[src/common/fsync_consts.svh]
// Widths, port counts and register-file size
// Signature base per level, level-4 sentinel and the sd "both" code
`ifndef FSYNC_CONSTS_SVH
`define FSYNC_CONSTS_SVH

`define FSYNC_LEVEL_WIDTH 2 // Four levels, stored as level-1
`define FSYNC_ID_WIDTH 3 // Barrier id
`define FSYNC_SD_WIDTH 2 // Back-routing code

`define FSYNC_N_H_PORTS 2 // Horizontal side
`define FSYNC_N_V_PORTS 2 // Vertical side

`define FSYNC_N_DM_REGS 10 // Entries per side
`define FSYNC_SIG_WIDTH 4 // Index into the entries

// Signature base of each level, lowest level first
`define FSYNC_LVL_BASE_1 0
`define FSYNC_LVL_BASE_2 1
`define FSYNC_LVL_BASE_3 2
`define FSYNC_LVL_BASE_4 6
`define FSYNC_LVL_SENTINEL 10 // Upper bound for level 4

`define FSYNC_SD_BOTH 2'b11 // Route back to both sides

`endif

[src/common/fsync_pkg.sv]
// Shared types for the barrier remote register file
// Level, id, local id, sd, signature and per-port flags
`include "fsync_consts.svh"

package fsync_pkg;

  // Level is encoded as level minus one
  typedef logic [`FSYNC_LEVEL_WIDTH-1:0] fsync_level_t;

  typedef logic [`FSYNC_ID_WIDTH-1:0] fsync_id_t;

  // Barrier id with its lowest bit dropped
  typedef logic [`FSYNC_ID_WIDTH-2:0] fsync_local_id_t;

  typedef logic [`FSYNC_SD_WIDTH-1:0] fsync_sd_t; // Source/destination code

  typedef logic [`FSYNC_SIG_WIDTH-1:0] fsync_sig_t; // Register index

  // Combinational status of one request port
  typedef struct packed {
    logic sig_err; // Out-of-range signature on a pending port
    logic bypass; // First of several ports on one id
    logic ignore; // Later ports on the same id
  } fsync_flags_t;

endpackage

[src/common/fsync_req_if.sv]
// Request bundle of one side: level, id, sd and the two strobes
`timescale 1ns/1ps

interface fsync_req_if #(
  parameter int unsigned N_PORTS = 2
);
  import fsync_pkg::*;

  fsync_level_t level [N_PORTS]; // Level minus one
  fsync_id_t id [N_PORTS];
  fsync_sd_t sd [N_PORTS]; // Back-routing code
  logic check [N_PORTS]; // Look up a stored barrier
  logic set [N_PORTS]; // Store or complete a barrier

  // Driven from the top-level ports
  modport src (
    output level, id, sd, check, set
  );

  // Signature generator and control block
  modport dst (
    input level, id, sd, check, set
  );

endinterface

[src/common/fsync_cmd_if.sv]
// Command bundle of one side towards the register file
`timescale 1ns/1ps

interface fsync_cmd_if #(
  parameter int unsigned N_PORTS = 2
);
  import fsync_pkg::*;

  logic check [N_PORTS]; // Gated check
  logic set [N_PORTS]; // Gated set
  fsync_sd_t sd [N_PORTS]; // Forced to both on bypass/ignore
  fsync_sig_t sig [N_PORTS]; // Entry index
  logic sig_valid [N_PORTS]; // Index within the level's range

  modport ctrl (
    output check, set, sd
  );

  modport sig_src (
    output sig, sig_valid
  );

  modport rf (
    input check, set, sd, sig, sig_valid
  );

endinterface

[src/hdl/fsync_sig_gen.sv]
// Per-port signature generator
// Level base lookup, local id addition and range check
`timescale 1ns/1ps
`include "fsync_consts.svh"

module fsync_sig_gen #(
  parameter int unsigned N_PORTS = 2
) (
  fsync_req_if.dst req_i,
  fsync_cmd_if.sig_src cmd_o
);
  import fsync_pkg::*;

  localparam int unsigned SUM_WIDTH = `FSYNC_SIG_WIDTH + 1; // Headroom for the sentinel
  localparam int unsigned MAX_SIG = `FSYNC_N_DM_REGS - 1;

  // One base per level plus the sentinel as the base after level 4
  localparam logic [SUM_WIDTH-1:0] LVL_BASE [5] = '{
    SUM_WIDTH'(`FSYNC_LVL_BASE_1),
    SUM_WIDTH'(`FSYNC_LVL_BASE_2),
    SUM_WIDTH'(`FSYNC_LVL_BASE_3),
    SUM_WIDTH'(`FSYNC_LVL_BASE_4),
    SUM_WIDTH'(`FSYNC_LVL_SENTINEL)
  };

  fsync_local_id_t local_id [N_PORTS];
  logic [`FSYNC_LEVEL_WIDTH:0] next_lvl [N_PORTS]; // One bit wider to reach the sentinel
  logic [SUM_WIDTH-1:0] base [N_PORTS];
  logic [SUM_WIDTH-1:0] next_base [N_PORTS];
  logic [SUM_WIDTH-1:0] sum [N_PORTS];

  for (genvar p = 0; p < N_PORTS; p++) begin : gen_sig
    assign local_id[p] = req_i.id[p][`FSYNC_ID_WIDTH-1:1]; // Drop the side bit
    assign next_lvl[p] = {1'b0, req_i.level[p]} + 1'b1;
    assign base[p] = LVL_BASE[req_i.level[p]];
    assign next_base[p] = LVL_BASE[next_lvl[p]];
    assign sum[p] = base[p] + SUM_WIDTH'(local_id[p]);

    assign cmd_o.sig[p] = sum[p][`FSYNC_SIG_WIDTH-1:0]; // Truncated index
    // Inside the table and below the next level's base
    assign cmd_o.sig_valid[p] = (sum[p] <= SUM_WIDTH'(MAX_SIG)) && (sum[p] < next_base[p]);
  end

endmodule

[src/remote_rf/fsync_rf_ctrl.sv]
// Per-side control: signature errors, same-id arbitration
// and gating of the strobes into register-file commands
`timescale 1ns/1ps
`include "fsync_consts.svh"

module fsync_rf_ctrl #(
  parameter int unsigned N_PORTS = 2
) (
  fsync_req_if.dst req_i,
  input logic sig_valid_i [N_PORTS],
  fsync_cmd_if.ctrl cmd_o,
  output fsync_pkg::fsync_flags_t flags_o [N_PORTS]
);
  import fsync_pkg::*;

  localparam int unsigned N_LOCAL_IDS = 2 ** $bits(fsync_local_id_t);

  fsync_local_id_t local_id [N_PORTS];
  logic [N_PORTS-1:0] pending; // Check or set asserted
  logic [N_PORTS-1:0] match [N_LOCAL_IDS]; // Local id against port
  logic [N_PORTS-1:0] first [N_LOCAL_IDS]; // Lowest claimant per id
  logic [N_LOCAL_IDS-1:0] shared; // Id named by more than one port
  logic [N_PORTS-1:0] bypass;
  logic [N_PORTS-1:0] ignore;

  for (genvar p = 0; p < N_PORTS; p++) begin : gen_pending
    assign local_id[p] = req_i.id[p][`FSYNC_ID_WIDTH-1:1];
    assign pending[p] = req_i.check[p] | req_i.set[p];
  end

  // Match matrix and priority pick, scanned from port 0 upwards
  always_comb begin : arb
    logic found;
    found = 1'b0;
    for (int i = 0; i < N_LOCAL_IDS; i++) begin
      found = 1'b0;
      for (int j = 0; j < N_PORTS; j++) begin
        match[i][j] = pending[j] && (local_id[j] == fsync_local_id_t'(i));
        first[i][j] = match[i][j] && !found; // Only the lowest pending port
        found = found | match[i][j];
      end
      shared[i] = |(match[i] & ~first[i]); // Somebody besides the first
    end
  end

  // Fold the per-id decisions back onto the ports
  always_comb begin : fold
    for (int j = 0; j < N_PORTS; j++) begin
      bypass[j] = 1'b0;
      ignore[j] = 1'b0;
      for (int i = 0; i < N_LOCAL_IDS; i++) begin
        bypass[j] = bypass[j] | (first[i][j] & shared[i]);
        ignore[j] = ignore[j] | (match[i][j] & ~first[i][j]);
      end
    end
  end

  for (genvar p = 0; p < N_PORTS; p++) begin : gen_cmd
    assign flags_o[p].sig_err = ~sig_valid_i[p] & pending[p];
    assign flags_o[p].bypass = bypass[p];
    assign flags_o[p].ignore = ignore[p];

    // Collided ports route the answer back to both directions
    assign cmd_o.sd[p] = (bypass[p] | ignore[p]) ? fsync_sd_t'(`FSYNC_SD_BOTH) : req_i.sd[p];
    assign cmd_o.check[p] = req_i.check[p] & ~(bypass[p] | ignore[p]);
    assign cmd_o.set[p] = req_i.set[p] & ~ignore[p]; // Bypass still stores
  end

endmodule

[src/remote_rf/fsync_dm_rf.sv]
// Directly mapped multi-port register file
// One present bit and one stored sd per entry, answer one cycle later
`timescale 1ns/1ps

module fsync_dm_rf #(
  parameter int unsigned N_PORTS = 2,
  parameter int unsigned N_REGS = 10
) (
  input logic clk_i,
  input logic reset_i,
  fsync_cmd_if.rf cmd_i,
  output logic present_o [N_PORTS],
  output fsync_pkg::fsync_sd_t sd_o [N_PORTS]
);
  import fsync_pkg::*;

  logic [N_REGS-1:0] present_q; // Entry holds a barrier
  fsync_sd_t sd_q [N_REGS]; // Stored back-routing code

  logic [N_PORTS-1:0] cmd_vld; // Valid index with check or set
  logic [N_PORTS-1:0] hit; // Entry full, answer and clear
  logic [N_PORTS-1:0] store; // Set on an empty entry

  always_comb begin
    for (int p = 0; p < N_PORTS; p++) begin
      cmd_vld[p] = cmd_i.sig_valid[p] & (cmd_i.check[p] | cmd_i.set[p]);
      hit[p] = 1'b0;
      store[p] = 1'b0;
      if (cmd_vld[p]) begin
        hit[p] = present_q[cmd_i.sig[p]];
        store[p] = cmd_i.set[p] & ~present_q[cmd_i.sig[p]];
      end
    end
  end

  // Present bits and responses; ports never share an entry in a cycle
  always_ff @(posedge clk_i) begin
    if (reset_i) begin
      present_q <= '0;
      for (int p = 0; p < N_PORTS; p++) begin
        present_o[p] <= 1'b0;
        sd_o[p] <= '0;
      end
    end else begin
      for (int p = 0; p < N_PORTS; p++) begin
        present_o[p] <= hit[p];
        sd_o[p] <= hit[p] ? sd_q[cmd_i.sig[p]] : '0; // Zero unless the barrier was there
        if (hit[p]) begin
          present_q[cmd_i.sig[p]] <= 1'b0; // Barrier completes
        end else if (store[p]) begin
          present_q[cmd_i.sig[p]] <= 1'b1; // First arrival waits
        end
      end
    end
  end

  // Stored sd, only meaningful while present is set
  always_ff @(posedge clk_i) begin
    for (int p = 0; p < N_PORTS; p++) begin
      if (store[p]) begin
        sd_q[cmd_i.sig[p]] <= cmd_i.sd[p];
      end
    end
  end

endmodule

[src/hdl/fsync_2d_remote_rf.sv]
// Two-dimensional remote register file top level
// Horizontal and vertical sides, each with signature, control and storage
`timescale 1ns/1ps
`include "fsync_consts.svh"

module fsync_2d_remote_rf (
  input logic clk_i,
  input logic reset_i,

  input fsync_pkg::fsync_level_t level_h_i [`FSYNC_N_H_PORTS],
  input fsync_pkg::fsync_id_t id_h_i [`FSYNC_N_H_PORTS],
  input fsync_pkg::fsync_sd_t sd_h_i [`FSYNC_N_H_PORTS],
  input logic check_h_i [`FSYNC_N_H_PORTS],
  input logic set_h_i [`FSYNC_N_H_PORTS],
  output logic h_present_o [`FSYNC_N_H_PORTS],
  output fsync_pkg::fsync_sd_t h_sd_o [`FSYNC_N_H_PORTS],
  output logic h_sig_err_o [`FSYNC_N_H_PORTS],
  output logic h_bypass_o [`FSYNC_N_H_PORTS],
  output logic h_ignore_o [`FSYNC_N_H_PORTS],

  input fsync_pkg::fsync_level_t level_v_i [`FSYNC_N_V_PORTS],
  input fsync_pkg::fsync_id_t id_v_i [`FSYNC_N_V_PORTS],
  input fsync_pkg::fsync_sd_t sd_v_i [`FSYNC_N_V_PORTS],
  input logic check_v_i [`FSYNC_N_V_PORTS],
  input logic set_v_i [`FSYNC_N_V_PORTS],
  output logic v_present_o [`FSYNC_N_V_PORTS],
  output fsync_pkg::fsync_sd_t v_sd_o [`FSYNC_N_V_PORTS],
  output logic v_sig_err_o [`FSYNC_N_V_PORTS],
  output logic v_bypass_o [`FSYNC_N_V_PORTS],
  output logic v_ignore_o [`FSYNC_N_V_PORTS]
);
  import fsync_pkg::*;

  fsync_flags_t h_flags [`FSYNC_N_H_PORTS];
  fsync_flags_t v_flags [`FSYNC_N_V_PORTS];

  // Horizontal side
  fsync_req_if #(.N_PORTS(`FSYNC_N_H_PORTS)) h_req ();
  fsync_cmd_if #(.N_PORTS(`FSYNC_N_H_PORTS)) h_cmd ();

  assign h_req.level = level_h_i;
  assign h_req.id = id_h_i;
  assign h_req.sd = sd_h_i;
  assign h_req.check = check_h_i;
  assign h_req.set = set_h_i;

  fsync_sig_gen #(.N_PORTS(`FSYNC_N_H_PORTS)) i_sig_gen_h (
    .req_i (h_req),
    .cmd_o (h_cmd)
  );

  fsync_rf_ctrl #(.N_PORTS(`FSYNC_N_H_PORTS)) i_rf_ctrl_h (
    .req_i       (h_req),
    .sig_valid_i (h_cmd.sig_valid),
    .cmd_o       (h_cmd),
    .flags_o     (h_flags)
  );

  fsync_dm_rf #(
    .N_PORTS (`FSYNC_N_H_PORTS),
    .N_REGS  (`FSYNC_N_DM_REGS)
  ) i_dm_rf_h (
    .clk_i     (clk_i),
    .reset_i   (reset_i),
    .cmd_i     (h_cmd),
    .present_o (h_present_o),
    .sd_o      (h_sd_o)
  );

  for (genvar p = 0; p < `FSYNC_N_H_PORTS; p++) begin : gen_h_flags
    assign h_sig_err_o[p] = h_flags[p].sig_err;
    assign h_bypass_o[p] = h_flags[p].bypass;
    assign h_ignore_o[p] = h_flags[p].ignore;
  end

  // Vertical side, own entries
  fsync_req_if #(.N_PORTS(`FSYNC_N_V_PORTS)) v_req ();
  fsync_cmd_if #(.N_PORTS(`FSYNC_N_V_PORTS)) v_cmd ();

  assign v_req.level = level_v_i;
  assign v_req.id = id_v_i;
  assign v_req.sd = sd_v_i;
  assign v_req.check = check_v_i;
  assign v_req.set = set_v_i;

  fsync_sig_gen #(.N_PORTS(`FSYNC_N_V_PORTS)) i_sig_gen_v (
    .req_i (v_req),
    .cmd_o (v_cmd)
  );

  fsync_rf_ctrl #(.N_PORTS(`FSYNC_N_V_PORTS)) i_rf_ctrl_v (
    .req_i       (v_req),
    .sig_valid_i (v_cmd.sig_valid),
    .cmd_o       (v_cmd),
    .flags_o     (v_flags)
  );

  fsync_dm_rf #(
    .N_PORTS (`FSYNC_N_V_PORTS),
    .N_REGS  (`FSYNC_N_DM_REGS)
  ) i_dm_rf_v (
    .clk_i     (clk_i),
    .reset_i   (reset_i),
    .cmd_i     (v_cmd),
    .present_o (v_present_o),
    .sd_o      (v_sd_o)
  );

  for (genvar p = 0; p < `FSYNC_N_V_PORTS; p++) begin : gen_v_flags
    assign v_sig_err_o[p] = v_flags[p].sig_err;
    assign v_bypass_o[p] = v_flags[p].bypass;
    assign v_ignore_o[p] = v_flags[p].ignore;
  end

endmodule

[config.mk]
export PLATFORM = sky130hd
export DESIGN_NAME = fsync_2d_remote_rf
export DESIGN_NICKNAME = d
export VERILOG_FILES = /design/src/common/fsync_pkg.sv /design/src/common/fsync_req_if.sv /design/src/common/fsync_cmd_if.sv /design/src/hdl/fsync_sig_gen.sv /design/src/remote_rf/fsync_rf_ctrl.sv /design/src/remote_rf/fsync_dm_rf.sv /design/src/hdl/fsync_2d_remote_rf.sv
export VERILOG_INCLUDE_DIRS = /design/src /design/src/common
export SDC_FILE = /design/constraint.sdc
export NUM_CORES = 1
export LEC_CHECK = 0
export ABC_AREA = 1
export BUFFER_PORTS_ARGS = -buffer_cell sky130_fd_sc_hd__buf_4
export CAP_MARGIN = 20
export CORE_UTILIZATION = 55
export CTS_BUF_LIST = sky130_fd_sc_hd__clkbuf_16
export CTS_CLUSTER_SIZE = 24
export DETAILED_ROUTE_END_ITERATION = 12
export PLACE_DENSITY = 0.85
export SLEW_MARGIN = 30
export SYNTH_ARGS = -nofsm -noshare
export SYNTH_HDL_FRONTEND = slang
export SYNTH_SLANG_ARGS = --single-unit
[constraint.sdc]
create_clock -name clk_i -period 6.85 [get_ports clk_i]
set_clock_uncertainty 0.1 [all_clocks]
set_input_delay 0.685 -clock clk_i [delete_from_list [all_inputs] [get_ports clk_i]]
set_output_delay 0.685 -clock clk_i [all_outputs]
set_load 0.05 [all_outputs]
==> impl_metrics.yaml, run 1 <==
critical_path:
  crit_required_ps: 6060
  start_kind: "primary input"
  timing.critical_path.max_delay_family: "adder cells"
  end_kind: "output pin"
  worstPathCellList: "buf_4, inv_1, nor2_1, ha_1, fa_1, ha_1, nand2_1, nand3b_1, a21oi_1, nor2_1, buf_4"
  critical_path_peak_fanout: 11
  critical_path_class: "in2out"
  worst-path-buf-inv: 3
  critical-path-slowest-cell: "fa_1"
  max_stage_delay_ps: 760
  endpoint_arrival_time_on_the_critical_path_ps: 3440
synth:
  synth.avg_cell_area_sq_um: 6.59
  synth_cell_types: 37
  synthDominantAreaCellType: "edfxtp_1"
  yosys-top-cells-area: "edfxtp_1 (22%), nand2_1 (17%), dfxtp_1 (12%)"
  area_share_of_the_leading_cell_type_in_the_synthesized_netlist: 0.218
  synth-main-ff-cell: "edfxtp_1"
  synth-edff-count: 40
  ys.warnings.count: 0
  synth.most_common_cell: "nand2_1"
  number_of_storage_elements_in_the_synthesis_netlist: 72
  synth_cells: 838
  most_common_library_cells_after_synthesis: "nand2_1 (248), inv_1 (100), nand3_1 (97)"
  synth_async_sr_flop_share: 0
  proportion_of_synthesized_chip_area_in_sequential_cells: 0.334
  synthesis.area_sq_um: 5520
clock_network:
  cts_root_buffer: "clkbuf_16"
  cts_max_path_buffers: 2
  post_cts_resize_count: 0
  cts_post_setup_buffers_inserted: 0
  cts_tree: "yes"
  clock_tree_sinks: 72
  clock_latency_ps: 350
  cts_inserted_buffers: 9
  cts.htree.levels: 3
  cts_hold_buf: 0
  clk_pin_slew_ps: 60
pwr:
  peakVddDrop_mv: 0.141
  power.leakage_nw: 3.06
  seq_power_share: 0.322
  power.share.switching: 0.364
  combinationalPowerShare: 0.320
  internal_power_mw: 0.962
  power.clock.fraction: 0.358
  power-per-cell-area_nw_per_um2: 241
  switching_power_mw: 0.551
sta:
  setup_tns_ps: 0
  grt_setup_unrepaired: "false"
  period_minus_slack_ps: 4220
  report.final.slew_viol_count: 0
  max_freq_mhz: 237
  timing.final.setup_violations: 0
  max_slew.worst_pin.slew_ps: 975
  timing_hold_violations_final: 0
  maxSlewHeadroom: 0.348
  timing.final.crit_share: 0.616
  fin_hold_ws_ps: 435
global_routing:
  global_route.overflow_total: 0
  gr-usage-all-layers: 0.323
  first_global_vias: 5339
  grt_max_degree: 24
  grt_antenna_before_repair: 0
  grt_first_pass_wirelength_um: 25600
run:
  number_of_max_cap_violations: 0
die:
  floorplan.die_area_sq_um: 10400
  start_util: 0.567
  die_width_um: 102
  fp-row-count: 36
  core_area_sq_um: 9730
  io_pins: 62
  die_h_um: 102
run_status:
  run_status: "completed"
cells_and_area:
  final_util: 0.645
  areaGrowthSynthToFinish_pct: 13.7
  post_route_cells_drive_above_1_share: 0.0988
  nNetsFinal: 936
  diodes: 0
  fin_area_sq_um: 6280
  area_of_the_multi_input_gates_sq_um: 3130
  register_area_sq_um: 1840
  fillerInstances: 883
placement:
  placement.cell_area_sq_um: 5940
  portBuffers: 53
  routabilityCongestion: 1.03
  dp_hpwl_um: 12000
routing:
  totalWireLength_um: 16500
  detail_route.first_pass.iterations: 6
  number_of_antenna_violating_nets_in_the_routed_design: 0
  wl_per_cell_um: 16.2
  drt_first_iter_violations: 718
  avgViaCountPerCell: 5.94
  routed-via-count: 6024
  drcViolationCount: 0
worst_hold_path:
  timing.hold.worst.class: "in2reg"
## cell usage in the layout, fill, tap and decap left out, types with 18 or more instances in the layout
master / n
nand3_1: 97
ha_1: 18
o21ai_0: 56
nor2_1: 85
inv_1: 100
edfxtp_1: 40
nand2_1: 248
dfxtp_1: 32
buf_4: 54
a21oi_1: 32
nand4_1: 20
## power groups by stage
| stage | sequential (mW) | combinational [mW] | clock [mW] |
|---|---|---|---|
| after global placement | 0.496 | 0.460 | 0 |
| after global routing | 0.488 | 0.523 | 0.553 |
| after CTS | 0.487 | 0.467 | 0.536 |
| final | 0.487 | 0.485 | 0.541 |
| after detailed placement | 0.496 | 0.464 | 0 |
| after floorplan | 0.511 | 0.322 | 0 |
## sequential cells by signal (all words and copies together), names as in the netlist
signal,flops
i_dm_rf_h.sd_q,20
i_dm_rf_v.sd_q,20
i_dm_rf_h.present_q,10
i_dm_rf_v.present_q,10
i_dm_rf_h.sd_o,4
i_dm_rf_v.sd_o,4
i_dm_rf_h.present_o,2
i_dm_rf_v.present_o,2
## cell type report
type	count	area share
Multi-Input combinational cell	634	0.499
Sequential cell	72	0.293
Timing Repair Buffer	54	0.0646
Inverter	105	0.0628
Clock buffer	9	0.0359
Tap cell	133	0.0265
Clock inverter	7	0.0175
## logic make-up (layout without fill, tap and decap cells)
group | count (synthesis) | in the layout | synth area share
AO/OA/AOI/OAI | 131 | 131 | 0.136
other | 1 | 4 | 0.000679
XOR/XNOR | 4 | 4 | 0.00635
flip-flops | 72 | 72 | 0.334
buffers and inverters | 135 | 175 | 0.101
adder cells (fa/ha/maj) | 22 | 22 | 0.0553
AND/OR/NAND/NOR | 473 | 473 | 0.366
## stage by stage
| step | total power [mW] | setup slack, ps | std cells |
|---|---|---|---|
| global placement | 0.956 | 2580 | 998 |
| floorplan | 0.833 | 2960 | 841 |
| global route | 1.56 | 2460 | 1014 |
| detailed placement | 0.960 | 2520 | 998 |
| finish | 1.51 | 2630 | 1014 |
| CTS | 1.49 | 2670 | 1014 |
## worst paths after layout
kind | start | endpoint | slack, ps | cells past startpoint
worst min register to register | i_dm_rf_h.present_q[4] | i_dm_rf_h.present_q[4] | 470 | 4
worst min-delay path | reset_i | i_dm_rf_h.sd_o[3] | 440 | 2
worst max register to register | i_dm_rf_h.present_q[0] | i_dm_rf_h.sd_o[2] | 4340 | 11
worst max-delay path | level_v_i[2] | v_sig_err_o[1] | 2630 | 11
## layer usage
metal | part of all wire | vias to the layer above | routed length, um | global-route usage
met4 | 0.027 | 0 | 440 | 0.123
li1 | - | 2853 | - | -
met1 | 0.42 | 2673 | 6880 | 0.466
met3 | 0.15 | 58 | 2390 | 0.0773
met5 | 0 | - | 0 | 0
met2 | 0.41 | 440 | 6760 | 0.465
Note: power is estimated with default switching activity, not from simulation.
==> inputs of run 2 (changes only) <==
clock period = 4.4 ns   (was 6.85 ns; I/O delays follow)
==> impl_metrics.yaml, run 2 (synthesis gave the netlist of run 1 again) <==
run_status:
  run_status: "completed"
cells_and_area:
  register_area_sq_um: 1840
  diodes: 0
  mostFrequentLayoutCell: "nand2_1"
  areaGrowthSynthToFinish_pct: 13.5
  nNetsFinal: 942
  post_route_cells_drive_above_1_share: 0.101
  area_of_the_multi_input_gates_sq_um: 3130
  fillerInstances: 908
  mostFrequentLayoutCells: "nand2_1 (248), inv_1 (102), nand3_1 (97)"
clock_network:
  cts_max_path_buffers: 2
  cts_root_buffer: "clkbuf_16"
  post_cts_resize_count: 0
  clock_tree_sinks: 72
  cts_inserted_buffers: 9
  clk_pin_slew_ps: 60
  cts_tree: "yes"
  cts.htree.levels: 3
  cts_post_setup_buffers_inserted: 0
  cts_hold_buf: 0
  clock_latency_ps: 340
critical_path:
  max_stage_delay_ps: 540
  critical_path_peak_fanout: 10
  crit_required_ps: 4370
  start_kind: "primary input"
  critical-path-slowest-cell: "nor3b_4"
  end_kind: "flip-flop"
  critical_path_class: "in2reg"
  crit_top_cell: "inv_1"
  endpoint_arrival_time_on_the_critical_path_ps: 3810
  worstPathCellList: "buf_4, nor2_1, ha_1, inv_1, fa_1, inv_1, xor2_1, inv_1, ha_1, a21o_1, a21oi_1, nand3_1, nor3b_4, nand3_1, nand2_1, o21ai_0"
global_routing:
  global_route.overflow_total: 0
  gr-usage-all-layers: 0.333
  grt_first_pass_wirelength_um: 26100
  first_global_vias: 5298
  grt_antenna_before_repair: 0
  grt_max_degree: 24
sta:
  period_minus_slack_ps: 3840
  report.final.slew_viol_count: 0
  fin_hold_ws_ps: 187
  grt_setup_unrepaired: "false"
  timing.final.crit_share: 0.873
  maxSlewHeadroom: 0.384
  timing.final.setup_violations: 0
  max_freq_mhz: 260
  max_slew.worst_pin.slew_ps: 923
  setup_tns_ps: 0
  timing_hold_violations_final: 0
routing:
  avgViaCountPerCell: 5.84
  routed-via-count: 5957
  wl_per_cell_um: 16.4
  number_of_antenna_violating_nets_in_the_routed_design: 0
  detail_route.first_pass.iterations: 8
  drt_first_iter_violations: 752
  totalWireLength_um: 16700
  drcViolationCount: 0
die:
  io_pins: 62
  start_util: 0.567
  core_area_sq_um: 9730
  die_width_um: 102
  die_h_um: 102
  floorplan.die_area_sq_um: 10400
  fp-row-count: 36
placement:
  portBuffers: 53
  dp_hpwl_um: 12100
  routabilityCongestion: 1.05
pwr:
  power.clock.fraction: 0.315
  seq_power_share: 0.338
  internal_power_mw: 1.39
  power.share.switching: 0.380
  power.leakage_nw: 3.07
  peakVddDrop_mv: 0.201
  switching_power_mw: 0.852
  power-per-cell-area_nw_per_um2: 358
  combinationalPowerShare: 0.346
worst_hold_path:
  timing.hold.worst.class: "in2reg"
run:
  number_of_max_cap_violations: 0
-- run 2: cell count changes in the layout (fill, tap and decap cells not counted) --
cell / delta
buf_4: +6
bufinv_16: -2
clkinv_2: +1
clkinvlp_4: -1
inv_1: +2
nor3_1: +1
nor3_2: -1
-- run 2: critical path, delay by kind of cell --
kind	cells	cell delay (ps)
buffers and inverters	4	410
adder cells (fa/ha/maj)	3	870
AND/OR/NAND/NOR	5	1270
AO/OA/AOI/OAI	3	440
XOR/XNOR	1	390
-- run 2: final timing paths --
| check | from | end | slack (ps) | cells past startpoint |
|---|---|---|---|---|
| max reg2reg | i_dm_rf_v.present_q[3] | i_dm_rf_v.present_q[3] | 2160 | 11 |
| min reg2reg | i_dm_rf_v.present_q[6] | i_dm_rf_v.present_q[6] | 470 | 4 |
| max | level_v_i[1] | i_dm_rf_v.sd_q[1][1] | 560 | 16 |
| min | reset_i | i_dm_rf_h.sd_o[3] | 190 | 2 |
-- run 2: through the flow --
stage / utilization / worst slack (ps) / cells / power [mW] / instance area [sq um]
2_1_floorplan: - / 1000 / 841 / 1.30 / 5530
3_3_place_gp: 0.615 / 419 / 1004 / 1.51 / 5980
3_5_place_dp: 0.615 / 309 / 1004 / 1.52 / 5980
4_1_cts: 0.644 / 691 / 1020 / 2.21 / 6260
5_1_grt: 0.644 / 303 / 1020 / 2.33 / 6260
6_report: 0.644 / 561 / 1020 / 2.24 / 6260
-- run 2: metal layers --
layer | vias up | wire length, um | track usage
met5 | - | 0 | 0
met4 | 0 | 603 | 0.164
met3 | 59 | 2130 | 0.0814
met2 | 414 | 6730 | 0.473
met1 | 2609 | 7270 | 0.471
li1 | 2875 | - | -
-- run 2: area by class of cell --
cell class	instances	share of cell area
tap	133	0.0266
clock buffer	9	0.0360
clock inverter	7	0.00879
timing repair buffer	60	0.0719
multi-input combinational	634	0.500
inverter	105	0.0629
sequential	72	0.294
-- run 2: power groups by stage --
stage,registers (mW),logic (mW),clock network (mW)
after global routing,0.760,0.840,0.734
after detailed placement,0.772,0.744,0
after floorplan,0.795,0.502,0
after global placement,0.772,0.736,0
after CTS,0.758,0.747,0.707
final,0.759,0.777,0.708
